$ cat src/logic/chess_pkg.sv
package chess_pkg;

   localparam int PIECE_BITS    = 4;
   localparam int KIND_BITS     = 3;
   localparam int BLACK_BIT     = 3;
   localparam int MOVE_IDX_BITS = 8;

   // one square, colour in the top bit
   typedef logic [PIECE_BITS-1:0] piece_t;

   // piece kind without the colour
   typedef logic [KIND_BITS-1:0] kind_t;

   // 64 squares, row major, row 0 is the white back rank
   typedef logic [64*PIECE_BITS-1:0] board_t;

   // row or column that may step off the board
   typedef logic signed [4:0] coord_t;

   // row or column offset, -2 .. +2
   typedef logic signed [2:0] step_t;

   typedef logic [3:0] dir_idx_t;

   // store address and move count
   typedef logic [MOVE_IDX_BITS-1:0] move_idx_t;

   localparam kind_t KIND_EMPTY  = 3'd0;
   localparam kind_t KIND_PAWN   = 3'd1;
   localparam kind_t KIND_KNIGHT = 3'd2;
   localparam kind_t KIND_BISHOP = 3'd3;
   localparam kind_t KIND_ROOK   = 3'd4;
   localparam kind_t KIND_QUEEN  = 3'd5;
   localparam kind_t KIND_KING   = 3'd6;

   typedef enum logic [2:0]
   {
      ST_IDLE,   // waiting for a board
      ST_CLEAR,  // zero the store count
      ST_SQUARE, // classify the origin square
      ST_DIR,    // first target of a direction
      ST_TARGET, // one candidate target per clock
      ST_NEXT,   // step to the next square
      ST_DONE    // moves ready, wait for clear
   } seq_state_t;

endpackage

$ cat src/logic/offset_table.sv
`timescale 1ns/10ps

module offset_table (
   input  chess_pkg::kind_t    kind,
   input  logic                white_to_move,
   input  chess_pkg::dir_idx_t dir_idx,
   output chess_pkg::step_t    step_row,
   output chess_pkg::step_t    step_col,
   output chess_pkg::dir_idx_t dir_count
);
   import chess_pkg::*;

   localparam step_t ROOK_ROW [4]   = '{3'sd0, 3'sd0, 3'sd1, -3'sd1};
   localparam step_t ROOK_COL [4]   = '{3'sd1, -3'sd1, 3'sd0, 3'sd0};
   localparam step_t BISHOP_ROW [4] = '{3'sd1, 3'sd1, -3'sd1, -3'sd1};
   localparam step_t BISHOP_COL [4] = '{3'sd1, -3'sd1, 3'sd1, -3'sd1};

   // queen and king, row outer loop, centre skipped
   localparam step_t RING_ROW [8] =
      '{-3'sd1, -3'sd1, -3'sd1, 3'sd0, 3'sd0, 3'sd1, 3'sd1, 3'sd1};
   localparam step_t RING_COL [8] =
      '{-3'sd1, 3'sd0, 3'sd1, -3'sd1, 3'sd1, -3'sd1, 3'sd0, 3'sd1};

   localparam step_t KNIGHT_ROW [8] =
      '{-3'sd2, -3'sd1, 3'sd1, 3'sd2, 3'sd2, 3'sd1, -3'sd1, -3'sd2};
   localparam step_t KNIGHT_COL [8] =
      '{-3'sd1, -3'sd2, -3'sd2, -3'sd1, 3'sd1, 3'sd2, 3'sd2, 3'sd1};

   // white direction, negated for black
   localparam step_t PAWN_ROW [4] = '{3'sd1, 3'sd2, 3'sd1, 3'sd1};
   localparam step_t PAWN_COL [4] = '{3'sd0, 3'sd0, -3'sd1, 3'sd1};

   always_comb
   begin
      step_row = '0;
      step_col = '0;
      dir_count = '0;
      case (kind)
         KIND_ROOK:
         begin
            step_row = ROOK_ROW[dir_idx[1:0]];
            step_col = ROOK_COL[dir_idx[1:0]];
            dir_count = 4'd4;
         end
         KIND_BISHOP:
         begin
            step_row = BISHOP_ROW[dir_idx[1:0]];
            step_col = BISHOP_COL[dir_idx[1:0]];
            dir_count = 4'd4;
         end
         KIND_QUEEN, KIND_KING:
         begin
            step_row = RING_ROW[dir_idx[2:0]];
            step_col = RING_COL[dir_idx[2:0]];
            dir_count = 4'd8;
         end
         KIND_KNIGHT:
         begin
            step_row = KNIGHT_ROW[dir_idx[2:0]];
            step_col = KNIGHT_COL[dir_idx[2:0]];
            dir_count = 4'd8;
         end
         KIND_PAWN:
         begin
            step_row = white_to_move ? PAWN_ROW[dir_idx[1:0]] : -PAWN_ROW[dir_idx[1:0]];
            step_col = PAWN_COL[dir_idx[1:0]];
            dir_count = 4'd4;
         end
         default:
            dir_count = '0; // empty or unused code
      endcase
   end

endmodule

$ cat config.mk
export PLATFORM = sky130hd
export DESIGN_NAME = offset_table
export DESIGN_NICKNAME = d
export VERILOG_FILES = /design/src/logic/chess_pkg.sv /design/src/logic/offset_table.sv
export SDC_FILE = /design/constraint.sdc
export NUM_CORES = 1
export LEC_CHECK = 0
export BUFFER_PORTS_ARGS = -buffer_cell sky130_fd_sc_hd__buf_2
export CORE_AREA = 4 4 41 43
export DETAILED_ROUTE_END_ITERATION = 12
export DIE_AREA = 0 0 45 47
export GPL_TIMING_DRIVEN = 0
export PLACE_DENSITY = 0.58
export SLEW_MARGIN = 20
export SYNTH_ARGS = -nofsm -noshare
export SYNTH_HDL_FRONTEND = slang
export SYNTH_SLANG_ARGS = --single-unit
$ cat constraint.sdc
create_clock -name vclk -period 3.14
set_clock_uncertainty 0.15 [all_clocks]
set_input_delay 0.471 -clock vclk [all_inputs]
set_output_delay 0.471 -clock vclk [all_outputs]
set_load 0.01 [all_outputs]
==> results.json <==
{
  "outcome": "completed",
  "max-vdd-ir-drop_uv": 43.8,
  "seqPwrFrac_pct": 0,
  "yosys.area.top_type_share_pct": 14.7,
  "ff_latch_area_um2": 0,
  "synthCells": 50,
  "critPathLaunch": "dir_idx[1]",
  "firstDrtPassIters": 4,
  "wl_um": 881,
  "port_buffers": 12,
  "first_global_vias": 303,
  "crit_family": "adder cells",
  "grt_max_degree": 11,
  "syn_to_final_growth_pct": 19.5,
  "ctsResizeCount": 0,
  "antenna_cells": 0,
  "place_area_um2": 507,
  "whs_ns": 1.15,
  "slew_violations": 0,
  "grt_overflow_total": 0,
  "finalPower_uw": 77.5,
  "core_um2": 1300,
  "crit_path_frequent_cell": "buf_2",
  "drive_above_1_share_pct": 44.4,
  "postCtsSetupBuffers": 0,
  "hp-class": "input pin to output pin",
  "die-area_um2": 2120,
  "required_ns": 2.52,
  "p_sw_share_pct": 51.7,
  "fp.dieW_um": 45,
  "synth_area_um2": 424,
  "nets": 78,
  "dp_hpwl_um": 736,
  "period_needed_ns": 2.42,
  "ys_seq_area_share_pct": 0,
  "ios": 18,
  "antenna_found_initial": 0,
  "clkPwrFrac_pct": 0,
  "netlist_top_cells_count": "5 x ha_1, 4 x inv_1, 3 x a21o_1, 3 x buf_6, 3 x nand2_1",
  "critPathLaunchType": "input pin",
  "crit_chain": "buf_2, inv_1, ha_1, mux2_4, maj3_2, a21oi_1, buf_2",
  "cp_max_fo": 7,
  "p_switching_uw": 40.1,
  "clkbuf_count": 0,
  "synth.most_common_cell": "ha_1",
  "comb_power_share_pct": 100.0,
  "p_leak_nw": 0.269,
  "synth_cell_type_count": 31,
  "ant_nets": 0,
  "grt_pass1_wl_um": 1400,
  "ys_top_cells_by_area": "ha_1 15%, buf_6 8.0%, mux2_4 7.1%, xor2_4 6.5%, nor3b_2 5.9%",
  "drv_cap": 0,
  "tns_ns": 0,
  "hold_buffers": 0,
  "routedWlPerCell_um": 11.3,
  "drc": 0,
  "fmax_mhz": 413,
  "cp-end-kind": "output pin",
  "synth_top_cell_by_area": "ha_1",
  "seq_cell_count": 0,
  "start_util_pct": 32.6,
  "hold_viol_final": 0,
  "die_h_um": 47,
  "gp_congestion": 0.749,
  "crit_slowest_cell": "maj3_2",
  "fillers": 156,
  "placementRows": 13,
  "final_cells": 78,
  "drt_iter0_markers": 13,
  "avgSynthCellArea_um2": 8.48,
  "rsz0062_at_grt": "false",
  "p_int_uw": 37.4,
  "worstSetupPathType": "input pin to output pin",
  "avgViaCountPerCell": 5.14,
  "multi_input_area_um2": 359,
  "grt_util_all_layers_pct": 8.19,
  "powerDensity_nw_per_um2": 153,
  "min-delay-start": "dir_idx[2]",
  "postLayoutCellArea_um2": 507,
  "yosysWarningCount": 0,
  "crit_arrival_ns": 1.80,
  "vias": 401,
  "finalCritPeriodShare_pct": 77.1,
  "placed_cells": 78,
  "critPathBufInv": 3,
  "max_stage_delay_ns": 0.30,
  "setup_viol": 0
}
## cells by family after synthesis
group	share of synthesized area, %
fa+ha+maj	17.4
xor+xnor	6.49
other cells	0.884
compound gates	26.3
mux	12.1
simple gates	20.7
buf+inv	16.2
## path summary, 6_finish.rpt
check,to,slack (ns),cells past startpoint
min,step_col[2],1.15,3
max,step_col[0],0.72,7
## routing by layer
layer	vias to the layer above	GRT usage (%)	part of all wire (%)
li1	203	-	-
met1	188	11.5	41
met2	10	13.8	51
met3	0	1.53	7.8
met4	0	0	0
met5	-	0	0
## cell usage in the layout (no fill, tap or decap), drive strengths merged
cell     Yosys  final
a21o         3      3
a21oi        1      1
a22oi        3      3
a2bb2oi      1      1
a31oi        1      1
a32oi        1      1
buf          6     18
conb         1      2
ha           5      5
inv          4      4
maj3         1      1
mux2         3      3
mux2i        1      1
nand2        3      3
nand2b       1      1
nand3        2      2
nand4        2      2
nor2         1      1
nor2b        1      1
nor3b        2      2
o211ai       1      1
o21ai        1      1
o22ai        1      1
o32ai        1      1
or2          1      1
or3          1      1
xor2         1      1
## power by group through the flow
stage	Clock [mW]	Combinational [mW]	Sequential, mW
finish	0	0.0775	0
global route	0	0.0854	0
CTS	0	0.0785	0
detailed placement	0	0.0782	0
global placement	0	0.0780	0
floorplan	0	0.0566	0
## through the flow
step | util, % | setup slack, ns
global placement | 38.9 | 0.715
floorplan | - | 0.991
finish | 38.9 | 0.720
global route | 38.9 | 0.654
detailed placement | 38.9 | 0.714
CTS | 38.9 | 0.713
## area by class of cell
class                           instances  area share (%)
Buffer                                  6            10.6
Multi-Input combinational cell         41            70.9
Timing Repair Buffer                   12            11.9
Inverter                                4            2.96
Tap cell                               15            3.70
(Power assumes the default switching activity.)
