## src/logic/chess_pkg.sv

```systemverilog
package chess_pkg;

   localparam int PIECE_BITS    = 4;
   localparam int KIND_BITS     = 3;
   localparam int BLACK_BIT     = 3;
   localparam int MOVE_IDX_BITS = 8;

   // one square, colour in the top bit
   typedef logic [PIECE_BITS-1:0] piece_t;

   // piece kind without the colour
   typedef logic [KIND_BITS-1:0] kind_t;

   // 64 squares, row major, row 0 is the white back rank
   typedef logic [64*PIECE_BITS-1:0] board_t;

   // row or column that may step off the board
   typedef logic signed [4:0] coord_t;

   // row or column offset, -2 .. +2
   typedef logic signed [2:0] step_t;

   typedef logic [3:0] dir_idx_t;

   // store address and move count
   typedef logic [MOVE_IDX_BITS-1:0] move_idx_t;

   localparam kind_t KIND_EMPTY  = 3'd0;
   localparam kind_t KIND_PAWN   = 3'd1;
   localparam kind_t KIND_KNIGHT = 3'd2;
   localparam kind_t KIND_BISHOP = 3'd3;
   localparam kind_t KIND_ROOK   = 3'd4;
   localparam kind_t KIND_QUEEN  = 3'd5;
   localparam kind_t KIND_KING   = 3'd6;

   typedef enum logic [2:0]
   {
      ST_IDLE,   // waiting for a board
      ST_CLEAR,  // zero the store count
      ST_SQUARE, // classify the origin square
      ST_DIR,    // first target of a direction
      ST_TARGET, // one candidate target per clock
      ST_NEXT,   // step to the next square
      ST_DONE    // moves ready, wait for clear
   } seq_state_t;

endpackage

```

## src/logic/move_sequencer.sv

```systemverilog
`timescale 1ns/10ps

module move_sequencer (
   input  logic                clk,
   input  logic                reset,
   input  logic                board_valid,
   input  chess_pkg::board_t   board_in,
   input  logic                white_to_move_in,
   input  logic                clear_moves,
   input  chess_pkg::step_t    step_row,
   input  chess_pkg::step_t    step_col,
   input  chess_pkg::dir_idx_t dir_count,
   input  logic                on_board,
   input  logic                to_empty,
   input  logic                to_enemy,
   output logic                moves_ready,
   output chess_pkg::kind_t    kind,
   output logic                white_to_move,
   output chess_pkg::dir_idx_t dir_idx,
   output chess_pkg::board_t   board,
   output chess_pkg::coord_t   from_row,
   output chess_pkg::coord_t   from_col,
   output chess_pkg::coord_t   to_row,
   output chess_pkg::coord_t   to_col,
   output logic                store_clear,
   output logic                store_write
);
   import chess_pkg::*;

   seq_state_t state;
   piece_t     sq_piece;
   coord_t     start_row;
   logic       is_slider;
   logic       adv1_clear;
   logic       write_ok;

   // origin square of the scan
   assign sq_piece = board[{from_row[2:0], from_col[2:0], 2'b00} +: PIECE_BITS];
   assign start_row = white_to_move ? 5'sd1 : 5'sd6;
   assign is_slider = (kind == KIND_BISHOP) || (kind == KIND_ROOK) || (kind == KIND_QUEEN);

   // pawn entries follow the table order: single, double, left, right
   always_comb
   begin
      write_ok = 1'b0;
      if (on_board && kind == KIND_PAWN)
      begin
         case (dir_idx)
            4'd0:    write_ok = to_empty;
            4'd1:    write_ok = to_empty && adv1_clear && (from_row == start_row);
            default: write_ok = to_enemy;
         endcase
      end
      else if (on_board)
         write_ok = to_empty || to_enemy;
   end

   assign store_write = (state == ST_TARGET) && write_ok;
   assign store_clear = reset || (state == ST_CLEAR); // count also zeroed in reset
   assign moves_ready = (state == ST_DONE);

   always_ff @(posedge clk)
   begin
      if (reset)
         state <= ST_IDLE;
      else
      begin
         case (state)
            ST_IDLE:
            begin
               board <= board_in;
               white_to_move <= white_to_move_in;
               if (board_valid)
                  state <= ST_CLEAR;
            end
            ST_CLEAR:
            begin
               from_row <= '0;
               from_col <= '0;
               state <= ST_SQUARE;
            end
            ST_SQUARE:
            begin
               kind <= sq_piece[KIND_BITS-1:0];
               dir_idx <= '0;
               if (sq_piece[KIND_BITS-1:0] == KIND_EMPTY)
                  state <= ST_NEXT;
               else if (sq_piece[BLACK_BIT] == white_to_move) // other side
                  state <= ST_NEXT;
               else
                  state <= ST_DIR;
            end
            ST_DIR:
            begin
               to_row <= from_row + step_row;
               to_col <= from_col + step_col;
               if (dir_idx == dir_count)
                  state <= ST_NEXT;
               else
                  state <= ST_TARGET;
            end
            ST_TARGET:
            begin
               if (kind == KIND_PAWN && dir_idx == 4'd0)
                  adv1_clear <= on_board && to_empty;
               if (is_slider && on_board && to_empty)
               begin
                  to_row <= to_row + step_row; // keep walking the ray
                  to_col <= to_col + step_col;
               end
               else
               begin
                  dir_idx <= dir_idx + 4'd1;
                  state <= ST_DIR;
               end
            end
            ST_NEXT:
            begin
               if (from_col == 5'sd7)
               begin
                  from_col <= '0;
                  from_row <= from_row + 5'sd1;
               end
               else
                  from_col <= from_col + 5'sd1;
               if (from_row == 5'sd7 && from_col == 5'sd7)
                  state <= ST_DONE;
               else
                  state <= ST_SQUARE;
            end
            ST_DONE:
            begin
               if (clear_moves)
                  state <= ST_IDLE;
            end
            default:
               state <= ST_IDLE;
         endcase
      end
   end

endmodule

```

## config.mk

```make
export PLATFORM = sky130hd
export DESIGN_NAME = move_sequencer
export DESIGN_NICKNAME = d
export VERILOG_FILES = /design/src/logic/chess_pkg.sv /design/src/logic/move_sequencer.sv
export SDC_FILE = /design/constraint.sdc
export NUM_CORES = 1
export LEC_CHECK = 0
export ABC_AREA = 1
export BUFFER_PORTS_ARGS = -buffer_cell sky130_fd_sc_hd__buf_4
export CAP_MARGIN = 15
export CORE_AREA = 2 2 218 220
export DETAILED_ROUTE_END_ITERATION = 6
export DIE_AREA = 0 0 220 222
export HOLD_SLACK_MARGIN = 0.12
export PLACE_DENSITY_LB_ADDON = 0.25
export SYNTH_ARGS = -nofsm -noshare
export SYNTH_HDL_FRONTEND = slang
export SYNTH_SLANG_ARGS = --single-unit
export TNS_END_PERCENT = 20
```

## constraint.sdc

```tcl
create_clock -name clk -period 38.3 [get_ports clk]
set_input_delay 7.66 -clock clk [delete_from_list [all_inputs] [get_ports clk]]
set_output_delay 7.66 -clock clk [all_outputs]
set_load 0.02 [all_outputs]
```

==> metrics <==
status completed; Final Routed Wirelength 50,700 um; largest net degree at the start of global routing 80; Hold Path Sink state[1]; Inserted Clock Buffers 36; clk_skew 0.0242 ns; WS Path Type in -> out; number of global-route vias before repair 10,900; Placed Area 0.0175 mm^2; crit end category primary output; Slew Limit Fails 0; required time worst endpoint 30.64 ns; CTS tree built; relative slew slack 0.303; first-pass GRT wire length 71,700 um; Placed Cells 2,343; CTS resizes 0; complex-gate fraction of the synthesized area 0.0256; Lkg Pwr 8.51 nW; post-synthesis xor/xnor area fraction 0.0103; post-synthesis mux area share 0; n_diodes 0; synthesized area 0.0127 mm^2; gr usage total 0.202; hold buffer count at CTS 0; Hold Path Stages 3; ANT nets after route 0; Core Region 0.0463 mm^2; H-Tree Depth 2; Routability Congestion 0.859; fin worst setup slack 22.22 ns; Die Span X 220 um; R2R setup slack 34.86 ns; simple-gate portion of the synthesized area 0.206; Final Hold Vio Count 0; Bufs on Longest Clock Path 3; most frequent cells in the layout 576 x buf_4, 390 x nand2_1, 285 x edfxtp_1; largest family of logic cells by synthesized area simple AND/OR/NAND/NOR gates; setup violators final 0; die area 0.0488 mm^2; Cell Rows 79; YS warnings 0; Unique masters post-synth 29; Hold Startpoint state[1]; CP startpoint kind input port; setup repair after global routing missed its margin false; Area growth syn-to-layout 47.1%; max-cap violations 0; RR Startpoint from_col[0]; pwr/cell area 52.0 mW/mm^2; Post-Route Setup TNS 0 ns; Via-to-Cell Ratio 4.48; DRC errors left 0; Final Hold Slack 0.627 ns; die height 222 um; I/O pin count 561; hpwl dp 38,000 um; # clock sinks 288; min-delay worst type reg -> reg; post-synthesis cell count 1,216; Seq/Total Area, Yosys 0.679; postcts setup bufs 0; Detailed Routing Iterations Pass 1 6; post-synthesis net count 1,505; Wirelength per Cell 21.0 um; R2R depth 11; post-layout util 0.404; Finished Layout Cells 2,409; Clk Latency, worst-skew pair 0.54 ns; VDD IR max 0.0000411 V; most common flop cell mapped by yosys edfxtp_1; Via Count 10,800; Starting Density 0.274; antenna violations before repair 3; nets@finish 2,063; clock root buffer master clkbuf_16; most common cell after layout, fill and taps aside buf_4; Post-Place Setup Slack 22.25 ns; Worst Max-Slew Pin Slew 1.04 ns; WP data arrival 8.42 ns; Yosys reg bits 288; adder and majority gate portion of the synthesized area 0.0160; Total Power 0.972 mW; remaining global-route overflow 0; crit-path max FO 3; layout cells sized above 1 0.352; min cycle time layout 16.08 ns; RR Endpoint to_col[4]; EDFF count, synth 285; Final period util 0.420; DRT iter0 DRCs 791; fraction of registers with async set/reset 0; Reg clk slew, reported paths 0.06 ns; I/O Buffers 560; Post-Syn Area per Cell 10.4 um^2; fmax 62.2 MHz; Finished Cell Area 0.0187 mm^2
[registers in the layout (all words and copies together) (netlist names)]
| register | cells |
|---|---|
| adv1_clear | 1 |
| board | 256 |
| state | 3 |
| to_col | 5 |
| kind | 3 |
| from_col | 5 |
| dir_idx | 4 |
| white_to_move | 1 |
| to_row | 5 |
| from_row | 5 |
[report_power, final]
part / internal (mW) / total (mW) / switching, mW / leakage [nW]
Sequential: 0.397 / 0.419 / 0.0220 / 2.73
Clock: 0.205 / 0.341 / 0.137 / 0.573
Combinational: 0.0785 / 0.212 / 0.133 / 5.21
Total: 0.680 / 0.972 / 0.292 / 8.51
[worst max-delay path, cell delays in order]
cell and delay, ns:
buf_4 0.12, o311ai_0 0.39, a31oi_1 0.07, buf_4 0.18
[synthesized netlist by cell type (2+ instances only)]
cell type	n	area (um^2)
clkinv_1	2	7.51
clkbuf_1	17	63.8
xnor2_1	5	43.8
a31oi_1	2	12.5
xor2_1	10	87.6
nor3_1	8	40.0
ha_1	13	163
buf_6	4	45.0
nor3b_1	3	22.5
o21ai_0	41	205
o21ai_1	4	20.0
nand3_1	151	756
inv_1	139	522
nor2_1	84	315
nand2_1	390	1460
a21oi_1	11	55.1
fa_1	2	40.0
buf_2	26	130
buf_1	8	30.0
edfxtp_1	285	8560
dfxtp_1	3	60.1
[worst max-delay path by stage]
stage              from     endpoint  slack [ns]  depth (start not counted)
6_report       to_empty  store_write       22.22                          4
5_1_grt        to_empty  store_write       22.20                          4
4_1_cts        to_empty  store_write       22.26                          4
3_5_place_dp   to_empty  store_write       22.25                          4
3_3_place_gp   to_empty  store_write       22.25                          4
2_1_floorplan     reset     board[0]       18.90                          2
[cell families (layout without fill, tap and decap cells)]
logic type / count (synthesis) / in the layout
buffers and inverters: 198 / 784
flip-flops: 288 / 288
AND/OR/NAND/NOR: 638 / 638
AO/OA/AOI/OAI: 62 / 62
adder cells (fa/ha/maj): 15 / 15
XOR/XNOR: 15 / 15
[final cells by class]
| cell class | count | area (um^2) |
|---|---|---|
| clock buffers | 44 | 952 |
| clock inverters | 22 | 216 |
| fillers | 4586 | 27600 |
| inverters | 142 | 536 |
| multi-input cells | 730 | 3280 |
| flip-flops and latches | 288 | 8620 |
| well taps | 607 | 759 |
| repair buffers | 576 | 4320 |
[layer usage]
| metal | vias to the layer above | GRT usage | part of all wire |
|---|---|---|---|
| met1 | 5102 | 0.258 | 0.41 |
| met3 | 64 | 0.0545 | 0.083 |
| met2 | 480 | 0.332 | 0.48 |
| met5 | - | 0 | 0.00047 |
| met4 | 4 | 0.0621 | 0.025 |
| li1 | 5142 | - | - |
No activity file was read; power rests on OpenSTA's default activity.
