## config.mk

```make
export PLATFORM = sky130hd
export DESIGN_NAME = move_builder
export DESIGN_NICKNAME = d
export VERILOG_FILES = /design/src/logic/chess_pkg.sv /design/src/logic/move_builder.sv
export SDC_FILE = /design/constraint.sdc
export NUM_CORES = 1
export LEC_CHECK = 0
export BUFFER_PORTS_ARGS = -buffer_cell sky130_fd_sc_hd__buf_2
export CAP_MARGIN = 20
export CORE_AREA = 2 2 206 208
export DETAILED_ROUTE_END_ITERATION = 10
export DIE_AREA = 0 0 208 210
export PLACE_DENSITY = 0.52
export SYNTH_ARGS = -nofsm -noshare
export SYNTH_HDL_FRONTEND = slang
export SYNTH_SLANG_ARGS = --single-unit
export TNS_END_PERCENT = 20
```

## constraint.sdc

```tcl
create_clock -name vclk -period 4.85
set_clock_uncertainty 0.15 [all_clocks]
set_input_delay 0.97 -clock vclk [all_inputs]
set_output_delay 0.97 -clock vclk [all_outputs]
set_load 0.02 [all_outputs]
```

## src/logic/chess_pkg.sv

```systemverilog
package chess_pkg;

   localparam int PIECE_BITS    = 4;
   localparam int KIND_BITS     = 3;
   localparam int BLACK_BIT     = 3;
   localparam int MOVE_IDX_BITS = 8;

   // one square, colour in the top bit
   typedef logic [PIECE_BITS-1:0] piece_t;

   // piece kind without the colour
   typedef logic [KIND_BITS-1:0] kind_t;

   // 64 squares, row major, row 0 is the white back rank
   typedef logic [64*PIECE_BITS-1:0] board_t;

   // row or column that may step off the board
   typedef logic signed [4:0] coord_t;

   // row or column offset, -2 .. +2
   typedef logic signed [2:0] step_t;

   typedef logic [3:0] dir_idx_t;

   // store address and move count
   typedef logic [MOVE_IDX_BITS-1:0] move_idx_t;

   localparam kind_t KIND_EMPTY  = 3'd0;
   localparam kind_t KIND_PAWN   = 3'd1;
   localparam kind_t KIND_KNIGHT = 3'd2;
   localparam kind_t KIND_BISHOP = 3'd3;
   localparam kind_t KIND_ROOK   = 3'd4;
   localparam kind_t KIND_QUEEN  = 3'd5;
   localparam kind_t KIND_KING   = 3'd6;

   typedef enum logic [2:0]
   {
      ST_IDLE,   // waiting for a board
      ST_CLEAR,  // zero the store count
      ST_SQUARE, // classify the origin square
      ST_DIR,    // first target of a direction
      ST_TARGET, // one candidate target per clock
      ST_NEXT,   // step to the next square
      ST_DONE    // moves ready, wait for clear
   } seq_state_t;

endpackage

```

## src/logic/move_builder.sv

```systemverilog
`timescale 1ns/10ps

module move_builder (
   input  chess_pkg::board_t board,
   input  logic              white_to_move,
   input  chess_pkg::coord_t from_row,
   input  chess_pkg::coord_t from_col,
   input  chess_pkg::coord_t to_row,
   input  chess_pkg::coord_t to_col,
   output logic              on_board,
   output logic              to_empty,
   output logic              to_enemy,
   output chess_pkg::board_t result_board
);
   import chess_pkg::*;

   logic [7:0] from_base;
   logic [7:0] to_base;
   piece_t     mover;
   piece_t     target;
   piece_t     placed;
   coord_t     promote_row;
   logic       promote;

   // bit offset of a square, four bits per piece
   assign from_base = {from_row[2:0], from_col[2:0], 2'b00};
   assign to_base = {to_row[2:0], to_col[2:0], 2'b00};

   assign mover = board[from_base +: PIECE_BITS];
   assign target = board[to_base +: PIECE_BITS];

   // 0..7 only when the upper two bits are clear
   assign on_board = (to_row[4:3] == 2'b00) && (to_col[4:3] == 2'b00);

   // contents of the target square
   assign to_empty = (target[KIND_BITS-1:0] == KIND_EMPTY);
   assign to_enemy = (target[KIND_BITS-1:0] != KIND_EMPTY) &&
                     (target[BLACK_BIT] == white_to_move); // black piece when white moves

   assign promote_row = white_to_move ? 5'sd7 : 5'sd0;
   assign promote = (mover[KIND_BITS-1:0] == KIND_PAWN) && (to_row == promote_row);

   // queen only
   assign placed = promote ? {~white_to_move, KIND_QUEEN} : mover;

   always_comb
   begin
      result_board = board;
      result_board[from_base +: PIECE_BITS] = {1'b0, KIND_EMPTY};
      result_board[to_base +: PIECE_BITS] = placed;
   end

endmodule

```

==> out/metrics.yaml, run 1 <==
final_layout:
  nets: 2253
  nClkBuffers: 0
  area_growth_syn_to_layout_pct: 75.6
  layout.cell_area.non_filler_mm2: 0.0150
  seqCellArea_um2: 0
  post_layout_nonfiller_instances: 2507
  n_sequential_cell: 0
  post_route_cells_drive_above_1_share: 0.519
  fill_cells: 4535
sta:
  layout_min_cycle_time_ns: 4.87
  timing_worst_slew_pin_value_ns: 0.693
  final.period_utilization: 1.00
  post-route-worst-setup-slack_ns: -0.0175
  timing.final.max_slew_violations: 0
  finalHoldViolCount: 0
  clock.fmax_mhz: 205
  whs_ns: 2.05
  relative_max_transition_margin: 0.534
  rsz_0062_raised_after_global_routing: "true"
  timing.final.setup_violations: 4
floorplan:
  start_util: 0.206
  die_area_mm2: 0.0437
  ioPinCount: 536
  core-area_mm2: 0.0415
  placement_rows: 75
  die-width_um: 208
  die_h_um: 210
worst_hold_path:
  min-delay-path-class: "primary input to primary output"
route:
  avgRoutedWirePerCell_um: 31.1
  detail_route.drc_violations: 0
  wl_mm: 78.1
  ant_nets: 0
  drt_pass1_iterations: 7
  detailroute.via_count: 14900
  vias_per_cell: 5.94
  detail_route.iter0.violations: 1521
yosys:
  syn_inst: 1271
  synth.yosys.warnings: 0
  yosys.area.top_type: "sky130_fd_sc_hd__mux4_2"
  synth_fp_nets: 1555
  synth-seq-area-share: 0
  synth.cell_area_mm2: 0.00856
  yosysUniqueCellTypes: 70
  yosysTopAreaCellShare: 0.216
  ys_top_cells_by_area: "sky130_fd_sc_hd__mux4_2 (22%), sky130_fd_sc_hd__nand2_1 (11%), sky130_fd_sc_hd__o21ai_0 (9.0%), sky130_fd_sc_hd__nand3_1 (7.6%), sky130_fd_sc_hd__o22ai_1 (3.9%)"
  post_synth.cell_area_avg_um2: 6.74
placement:
  place_hpwl_mm: 63.4
  place_ws_ns: -0.769
  detailed_place.area_mm2: 0.0136
  total_of_buffers_placed_on_input_and_output_ports: 532
  cell_total_after_placement: 2480
  gp_congestion: 1.01
power_and_ir_drop:
  ir_drop_uv: 45.8
  p_leak_nw: 6.72
  areal_power_density_over_the_cells_mw_per_mm2: 131
  fin_total_pwr_mw: 1.97
setup_path:
  crit_path_frequent_cell: "sky130_fd_sc_hd__buf_16"
  critPathMaxStageDelay_ns: 0.57
  setup.worst_path.start_class: "primary input"
  cp_top_family: "compound AO/OA/AOI/OAI gates"
  crit_type: "primary input to primary output"
  timing.critical_path.cells: "buf_16 -> buf_16 -> mux4_2 -> a221oi_2 -> a21oi_2 -> a211oi_4 -> nand2_2 -> buf_6 -> o21ba_4 -> o32ai_1 -> buf_2"
  critPathArrivalTime_ns: 3.75
  critical_path_buf_inv_count: 4
  path_max_fanout: 7
  timing.critical_path.required_ns: 3.73
  critical_path.slowest_cell: "sky130_fd_sc_hd__mux4_2"
  critPathCaptureType: "primary output"
grt:
  total_grt_usage: 0.333
  grt_overflow_total: 0
  initial_antenna_violation_count: 5
  grt_max_degree: 42
  grt_first_pass_wirelength_mm: 106
  grt_pass1_vias: 14400
outcome:
  outcome: "finished, violations left"
  failed_checks: "setup timing"
run:
  cap_violations: 0
per-stage QoR:
stage	utilization	TNS, ns
floorplan	-	-0.603
global placement	0.329	-37.24
detailed placement	0.329	-40.92
CTS	0.346	-1.53
global route	0.362	-2.11
finish	0.363	-0.0394
cell usage in the layout (no fill, tap or decap), types with 24 or more instances in the layout:
cell / instances
sky130_fd_sc_hd__o21ai_0: 96
sky130_fd_sc_hd__nand2_1: 238
sky130_fd_sc_hd__nor2_1: 57
sky130_fd_sc_hd__buf_6: 61
sky130_fd_sc_hd__o31ai_4: 28
sky130_fd_sc_hd__o21ai_1: 34
sky130_fd_sc_hd__a21oi_1: 46
sky130_fd_sc_hd__buf_4: 229
sky130_fd_sc_hd__o21ai_2: 24
sky130_fd_sc_hd__nor3_1: 48
sky130_fd_sc_hd__o22ai_1: 46
sky130_fd_sc_hd__mux2i_1: 25
sky130_fd_sc_hd__nor4_1: 24
sky130_fd_sc_hd__nand3_1: 130
sky130_fd_sc_hd__buf_2: 469
sky130_fd_sc_hd__mux4_2: 82
report_power, final:
group          switching (mW)    total [mW]  internal, mW
Sequential                  0             0             0
Combinational            1.19          1.97         0.775
Clock                       0  0.0000000276  0.0000000276
worst min-delay path: stages:
cell	delay [ns]
sky130_fd_sc_hd__buf_2	0.08
sky130_fd_sc_hd__nor4_1	0.03
sky130_fd_sc_hd__buf_2	0.15
worst paths after layout:
path	from	end	cells after the start
worst max-delay path	from_col[0]	result_board[54]	11
worst min-delay path	to_col[3]	on_board	3
final cells by class:
| class | instances | area (µm²) | share of cell area |
|---|---|---|---|
| multi-input combinational | 1157 | 8860 | 0.589 |
| timing repair buffer | 791 | 5430 | 0.361 |
| tap | 539 | 674 | 0.0448 |
| inverter | 19 | 71.3 | 0.00474 |
| antenna | 1 | 2.50 | 0.000166 |
kinds of logic (layout without fill, tap and decap cells):
kind of cell | after synthesis | after routing | share of synthesized area
AND/OR/NAND/NOR | 613 | 613 | 0.340
other | 0 | 1 | 0
buffers and inverters | 117 | 810 | 0.0650
AO/OA/AOI/OAI | 419 | 422 | 0.332
adder cells (fa/ha/maj) | 7 | 7 | 0.0102
XOR/XNOR | 6 | 6 | 0.00614
multiplexers | 109 | 109 | 0.248
metal layers:
| metal | GRT usage | vias to the layer above | wire [µm] | share of wire |
|---|---|---|---|---|
| met4 | 0.118 | 6 | 3420 | 0.044 |
| met1 | 0.435 | 7345 | 31600 | 0.41 |
| met2 | 0.552 | 981 | 36400 | 0.47 |
| li1 | - | 6386 | - | - |
| met5 | 0 | - | 41 | 0.00053 |
| met3 | 0.0556 | 172 | 6620 | 0.085 |
synthesized netlist by cell type (all sizes together), types with 19 or more instances:
| library cell | count |
|---|---|
| nor3 | 51 |
| o21ai | 155 |
| nor2 | 60 |
| a21oi | 49 |
| nand3 | 131 |
| mux2i | 25 |
| nand2 | 242 |
| inv | 19 |
| o31ai | 50 |
| clkbuf | 53 |
| or2 | 21 |
| mux4 | 82 |
| a211oi | 23 |
| nor4 | 27 |
| buf | 45 |
| o22ai | 54 |
timing repair:
item                                    in CTS  in global routing
cloned                                       4                  3
hold buffers                                 0                  0
setup buffers                               10                 11
gates resized for setup                    152                116
pin swaps                                   21                 28
endpoints found under the setup margin     212                173
No activity file was read; power rests on OpenSTA's default activity.
==> run 2, diff against run 1 <==
--- a/config.mk
+++ b/config.mk
@@ -5,12 +5,13 @@
 export SDC_FILE = /design/constraint.sdc
 export NUM_CORES = 1
 export LEC_CHECK = 0
+export ABC_AREA = 1
 export BUFFER_PORTS_ARGS = -buffer_cell sky130_fd_sc_hd__buf_2
 export CAP_MARGIN = 20
-export CORE_AREA = 2 2 206 208
+export CORE_AREA = 2 2 208 210
 export DETAILED_ROUTE_END_ITERATION = 10
-export DIE_AREA = 0 0 208 210
-export PLACE_DENSITY = 0.52
+export DIE_AREA = 0 0 210 212
+export PLACE_DENSITY = 0.54
 export SYNTH_ARGS = -nofsm -noshare
 export SYNTH_HDL_FRONTEND = slang
 export SYNTH_SLANG_ARGS = --single-unit
==> run 2 against run 1 <==
Sequential cell count stayed put. Maximum frequency rose by 0.87%. Worst hold slack worse by 0.0049 ns. Critical path type unchanged. The flow now finishes without violations. Highest routed layer unchanged. Utilization down 1.5 points.
==> out/metrics.yaml, run 2 <==
final_layout:
  post_route_cells_drive_above_1_share: 0.324
  core_occupancy_in_the_finished_layout: 0.348
  nets: 2946
  area_growth_syn_to_layout_pct: 58.8
  nClkBuffers: 0
  final_cell_mix: "sky130_fd_sc_hd__nand2_1 (531), sky130_fd_sc_hd__buf_2 (525), sky130_fd_sc_hd__nand3_1 (395)"
  n_sequential_cell: 0
  leading_cell_type_in_the_layout_fill_and_taps_excluded: "sky130_fd_sc_hd__nand2_1"
  fill_cells: 5090
  seqCellArea_um2: 0
floorplan:
  die_area_mm2: 0.0445
  placement_rows: 76
  die_h_um: 212
  core-area_mm2: 0.0425
  ioPinCount: 536
  die-width_um: 210
  start_util: 0.219
setup_path:
  path_max_fanout: 12
  critPathCaptureType: "primary output"
  timing.critical_path.required_ns: 3.73
  setup.worst_path.start_class: "primary input"
  crit_type: "primary input to primary output"
  critPathArrivalTime_ns: 3.71
grt:
  total_grt_usage: 0.355
  grt_max_degree: 54
  grt_first_pass_wirelength_mm: 114
  initial_antenna_violation_count: 16
  grt_pass1_vias: 16400
  grt_overflow_total: 0
sta:
  finalHoldViolCount: 0
  final.period_utilization: 0.995
  timing.final.max_slew_violations: 0
  clock.fmax_mhz: 207
  setup_total_negative_slack_ns: 0
  timing.final.setup_violations: 0
  rsz_0062_raised_after_global_routing: "true"
  timing_worst_slew_pin_value_ns: 1.02
  relative_max_transition_margin: 0.315
  layout_min_cycle_time_ns: 4.83
run:
  cap_violations: 0
yosys:
  yosysUniqueCellTypes: 48
  post_synth.cell_area_avg_um2: 4.67
  synth_fp_nets: 2276
  synth_most_common_cell: "sky130_fd_sc_hd__nand2_1"
  yosysTopAreaCellShare: 0.223
  synth.cell_area_mm2: 0.00931
  synth.yosys.warnings: 0
  yosys.area.top_type: "sky130_fd_sc_hd__nand3_1"
  synth-seq-area-share: 0
  ys_top_cells_by_area: "sky130_fd_sc_hd__nand3_1 (22%), sky130_fd_sc_hd__nand2_1 (22%), sky130_fd_sc_hd__o21ai_0 (14%), sky130_fd_sc_hd__inv_1 (8.1%), sky130_fd_sc_hd__nor2_1 (6.2%)"
  syn_inst: 1992
  synth_top_cells_by_count: "sky130_fd_sc_hd__nand2_1 (545), sky130_fd_sc_hd__nand3_1 (414), sky130_fd_sc_hd__o21ai_0 (255)"
power_and_ir_drop:
  areal_power_density_over_the_cells_mw_per_mm2: 120
  p_leak_nw: 7.66
  ir_drop_uv: 44.4
route:
  detail_route.drc_violations: 0
  drt_pass1_iterations: 6
  detail_route.iter0.violations: 2521
  vias_per_cell: 5.59
  detailroute.via_count: 18000
  wl_mm: 84.9
  avgRoutedWirePerCell_um: 26.4
  ant_nets: 0
outcome:
  outcome: "finished clean"
placement:
  place_hpwl_mm: 70.0
  total_of_buffers_placed_on_input_and_output_ports: 532
  gp_congestion: 1.06
worst_hold_path:
  min-delay-path-class: "primary input to primary output"
  min-delay-start: "to_col[3]"
  worstHoldEndpoint: "on_board"
  worstHoldPathCells: 3
clock_tree:
  ctsHoldBuffers: 0
run 2: changes by cell type after synthesis, moves of 21 or more:
cell,before,now
sky130_fd_sc_hd__o21ai_0,154,255
sky130_fd_sc_hd__buf_2,16,37
sky130_fd_sc_hd__a211oi_1,22,1
sky130_fd_sc_hd__o31ai_2,23,0
sky130_fd_sc_hd__nand3_1,130,414
sky130_fd_sc_hd__nand2_1,241,545
sky130_fd_sc_hd__o21ai_1,1,40
sky130_fd_sc_hd__mux4_2,82,0
sky130_fd_sc_hd__nor2_1,60,154
sky130_fd_sc_hd__o31ai_1,27,4
sky130_fd_sc_hd__inv_1,19,200
run 2: how the worst max path moves through the flow:
stage / startpoint / to / slack [ns] / depth (start not counted)
final: from_col[1] / result_board[9] / 0.02 / 19
after global routing: from_col[0] / result_board[87] / -0.01 / 21
after CTS: from_col[0] / result_board[9] / 0.005 / 19
after detailed placement: from_col[0] / result_board[9] / -0.11 / 20
after global placement: from_col[0] / result_board[9] / -0.14 / 20
after floorplan: to_col[1] / result_board[5] / 0.29 / 13
run 2: logic make-up after synthesis:
logic type,count (synthesis),synth area share
AO/OA/AOI/OAI,449,0.265
XOR/XNOR,2,0.00269
adder cells (fa/ha/maj),7,0.00941
buffers and inverters,314,0.141
multiplexers,8,0.00861
AND/OR/NAND/NOR,1212,0.574
run 2: repair_timing:
action | in CTS | in global routing
pin swaps | 0 | 11
setup endpoints to repair | 2 | 167
setup buffers | 0 | 6
gates resized for setup | 2 | 105
cloned | 0 | 7
run 2: layout make-up:
type                            count  area (µm²)  area share
Antenna cell                       14        35.0     0.00237
Multi-Input combinational cell   1678        8270       0.560
Inverter                          214         823      0.0557
Tap cell                          546         683      0.0462
Timing Repair Buffer              768        4960       0.336
run 2: power by group:
part | total [mW] | leakage, nW | internal, mW | switching [mW]
sequential | 0 | 0 | 0 | 0
clock | 0.000000350 | 0.0000914 | 0.000000350 | 0
combinational | 1.77 | 7.66 | 0.593 | 1.18
total | 1.77 | 7.66 | 0.593 | 1.18
run 2: through the flow:
step | instances | total power [mW] | instance area, µm² | setup slack, ns | hold slack [ns]
detailed placement | 3193 | 1.65 | 14100 | -0.111 | 2.04
finish | 3220 | 1.77 | 14800 | 0.0245 | 2.04
CTS | 3193 | 1.65 | 14100 | 0.00476 | 2.04
floorplan | 1992 | 0.793 | 9310 | 0.288 | 1.87
global route | 3218 | 1.86 | 14800 | -0.0107 | 2.08
global placement | 3193 | 1.65 | 14100 | -0.145 | 2.04
run 2: worst max-delay path: stages:
cell and delay (ns):
sky130_fd_sc_hd__buf_4 0.17, sky130_fd_sc_hd__buf_12 0.18, sky130_fd_sc_hd__buf_12 0.12, sky130_fd_sc_hd__nand3_1 0.18, sky130_fd_sc_hd__nand3_1 0.15, sky130_fd_sc_hd__nand3_1 0.21, sky130_fd_sc_hd__nand2_1 0.11, sky130_fd_sc_hd__nand2_1 0.05
sky130_fd_sc_hd__nand3_1 0.08, sky130_fd_sc_hd__nand2_2 0.10, sky130_fd_sc_hd__nor2_1 0.19, sky130_fd_sc_hd__nand2_2 0.13, sky130_fd_sc_hd__nor2_1 0.12, sky130_fd_sc_hd__buf_4 0.13, sky130_fd_sc_hd__nand2_1 0.05, sky130_fd_sc_hd__buf_4 0.18
sky130_fd_sc_hd__o21ai_0 0.24, sky130_fd_sc_hd__buf_4 0.16, sky130_fd_sc_hd__buf_2 0.15
run 2: routing by layer:
layer | GRT usage | routed length, µm
met1 | 0.438 | 31600
met2 | 0.585 | 38300
met3 | 0.0721 | 9870
met4 | 0.184 | 5060
met5 | 0 | 26
==> run 3, diff against run 2 <==
--- a/config.mk
+++ b/config.mk
@@ -8,10 +8,10 @@
 export ABC_AREA = 1
 export BUFFER_PORTS_ARGS = -buffer_cell sky130_fd_sc_hd__buf_2
 export CAP_MARGIN = 20
-export CORE_AREA = 2 2 208 210
+export CORE_AREA = 2 2 210 212
 export DETAILED_ROUTE_END_ITERATION = 10
-export DIE_AREA = 0 0 210 212
-export PLACE_DENSITY = 0.54
+export DIE_AREA = 0 0 212 214
+export PLACE_DENSITY = 0.53
 export SYNTH_ARGS = -nofsm -noshare
 export SYNTH_HDL_FRONTEND = slang
 export SYNTH_SLANG_ARGS = --single-unit
==> run 3 against run 2 <==
Combinational power hardly changed. Critical endpoint is now result_board[55]. Critical path depth increased by 2. Via count shrank 1.2%. Setup slack improved by 0.037 ns. Utilization up 0.10 points. Sequential share of layout area is the same. Cell count up 2.0%. First-iteration DRC count fell by 20%.
==> out/metrics.yaml, run 3 (synthesized netlist as in run 2, its figures left out) <==
final_layout:
  nets: 2975
  post_route_cells_drive_above_1_share: 0.330
  n_sequential_cell: 0
  fill_cells: 5132
  nClkBuffers: 0
  seqCellArea_um2: 0
  area_growth_syn_to_layout_pct: 60.7
  leading_cell_type_in_the_layout_fill_and_taps_excluded: "sky130_fd_sc_hd__nand2_1"
  layout.cell_area.non_filler_mm2: 0.0150
  final_cell_mix: "sky130_fd_sc_hd__nand2_1 (535), sky130_fd_sc_hd__buf_2 (515), sky130_fd_sc_hd__nand3_1 (391)"
  multi_input_area_mm2: 0.00825
sta:
  layout_min_cycle_time_ns: 4.79
  final.period_utilization: 0.987
  timing.final.max_slew_violations: 0
  timing.final.setup_violations: 0
  timing_worst_slew_pin_value_ns: 0.892
  relative_max_transition_margin: 0.403
  rsz_0062_raised_after_global_routing: "true"
  clock.fmax_mhz: 209
  setup_total_negative_slack_ns: 0
  whs_ns: 2.04
  finalHoldViolCount: 0
setup_path:
  crit_path_frequent_cell: "sky130_fd_sc_hd__nand2_1"
  critPathMaxStageDelay_ns: 0.22
  crit_path_start: "from_col[0]"
  path_max_fanout: 15
  critical_path.slowest_cell: "sky130_fd_sc_hd__or2_1"
  setup.worst_path.start_class: "primary input"
  critPathCaptureType: "primary output"
  critPathArrivalTime_ns: 3.67
  timing.critical_path.cells: "buf_8 -> buf_12 -> buf_6 -> or2_1 -> nand3_1 -> nand2_1 -> nand2_1 -> nand2_1 -> nand2_1 -> nand3_1 -> nand3_1 -> nand2_1 -> nand3_1 -> nand2_1 -> nand2_2 -> nand3_2 -> nor2_4 -> buf_4 -> nand2_1 -> o21ai_1 -> buf_2"
  crit_type: "primary input to primary output"
  timing.critical_path.required_ns: 3.73
placement:
  gp_congestion: 1.04
  total_of_buffers_placed_on_input_and_output_ports: 532
  detailed_place.area_mm2: 0.0144
  place_hpwl_mm: 68.8
run:
  cap_violations: 0
route:
  drt_pass1_iterations: 6
  detail_route.iter0.violations: 2023
  detailroute.via_count: 17800
  wl_mm: 82.7
  avgRoutedWirePerCell_um: 25.2
  vias_per_cell: 5.41
  detail_route.drc_violations: 0
  ant_nets: 0
floorplan:
  die_area_mm2: 0.0454
  start_util: 0.217
  ioPinCount: 536
  die_h_um: 214
  die-width_um: 212
  placement_rows: 76
  core-area_mm2: 0.0429
worst_hold_path:
  min-delay-start: "to_col[3]"
  min-delay-path-class: "primary input to primary output"
grt:
  grt_first_pass_wirelength_mm: 113
  initial_antenna_violation_count: 15
  grt_pass1_vias: 16300
  grt_max_degree: 81
  grt_overflow_total: 0
  total_grt_usage: 0.340
power_and_ir_drop:
  areal_power_density_over_the_cells_mw_per_mm2: 118
  ir_drop_uv: 40.3
  p_leak_nw: 7.80
outcome:
  outcome: "finished clean"
==> run 3: cell types whose count changed in the layout (fill, tap and decap cells not counted), moves of 3 or more <==
cell / previous run / this run
sky130_fd_sc_hd__buf_4: 204 / 244
sky130_fd_sc_hd__buf_2: 525 / 515
sky130_fd_sc_hd__nand3_2: 20 / 29
sky130_fd_sc_hd__o21ai_1: 49 / 58
sky130_fd_sc_hd__o21ai_0: 240 / 232
sky130_fd_sc_hd__nand2_2: 20 / 14
sky130_fd_sc_hd__nand3_4: 6 / 1
sky130_fd_sc_hd__buf_16: 5 / 1
sky130_fd_sc_hd__nand2_1: 531 / 535
sky130_fd_sc_hd__nand3_1: 395 / 391
sky130_fd_sc_hd__buf_12: 21 / 24
sky130_fd_sc_hd__clkbuf_16: 7 / 4
==> run 3: worst paths after layout <==
check               end  slack [ns]  depth (start not counted)
max    result_board[55]        0.06                         21
min            on_board        2.04                          3
==> run 3: timing repair <==
action	4_1_cts	5_1_grt
resized for setup	6	110
setup endpoints to repair	5	214
hold buffers	0	0
gates cloned	0	4
pin swaps	0	13
setup buffers	0	5
==> run 3: layout make-up <==
type | instances | share of cell area
multi-input cells | 1678 | 0.552
repair buffers | 797 | 0.343
inverters | 214 | 0.0546
well taps | 585 | 0.0490
diodes | 12 | 0.00201
==> run 3: metrics by stage <==
stage / std cells / power, mW / utilization / setup WS, ns
finish: 3286 / 1.76 / 0.349 / 0.0610
CTS: 3265 / 1.66 / 0.336 / 0.000345
floorplan: 1992 / 0.793 / - / 0.288
detailed placement: 3265 / 1.65 / 0.336 / -0.0915
global placement: 3265 / 1.65 / 0.336 / -0.118
global route: 3281 / 1.85 / 0.348 / -0.0390
==> run 3: per-layer routing <==
layer  vias up  routed length, µm  track usage
met5         -                 52            0
met4         6               4400        0.155
met3       222               8200       0.0604
met2      1221              37800        0.564
met1      8121              32300        0.427
li1       8195                  -            -
==> run 3: worst max-delay path, delay by kind of cell <==
family	cells	cell delay (ns)
and+or+nand+nor	15	1.68
buffers and inverters	5	0.79
AOI/OAI and AO/OA	1	0.19
==> run 3: report_power, final <==
group          switching (mW)  leakage [nW]  internal (mW)
clock                       0     0.0000753   0.0000000386
sequential                  0             0              0
combinational            1.16          7.80          0.598
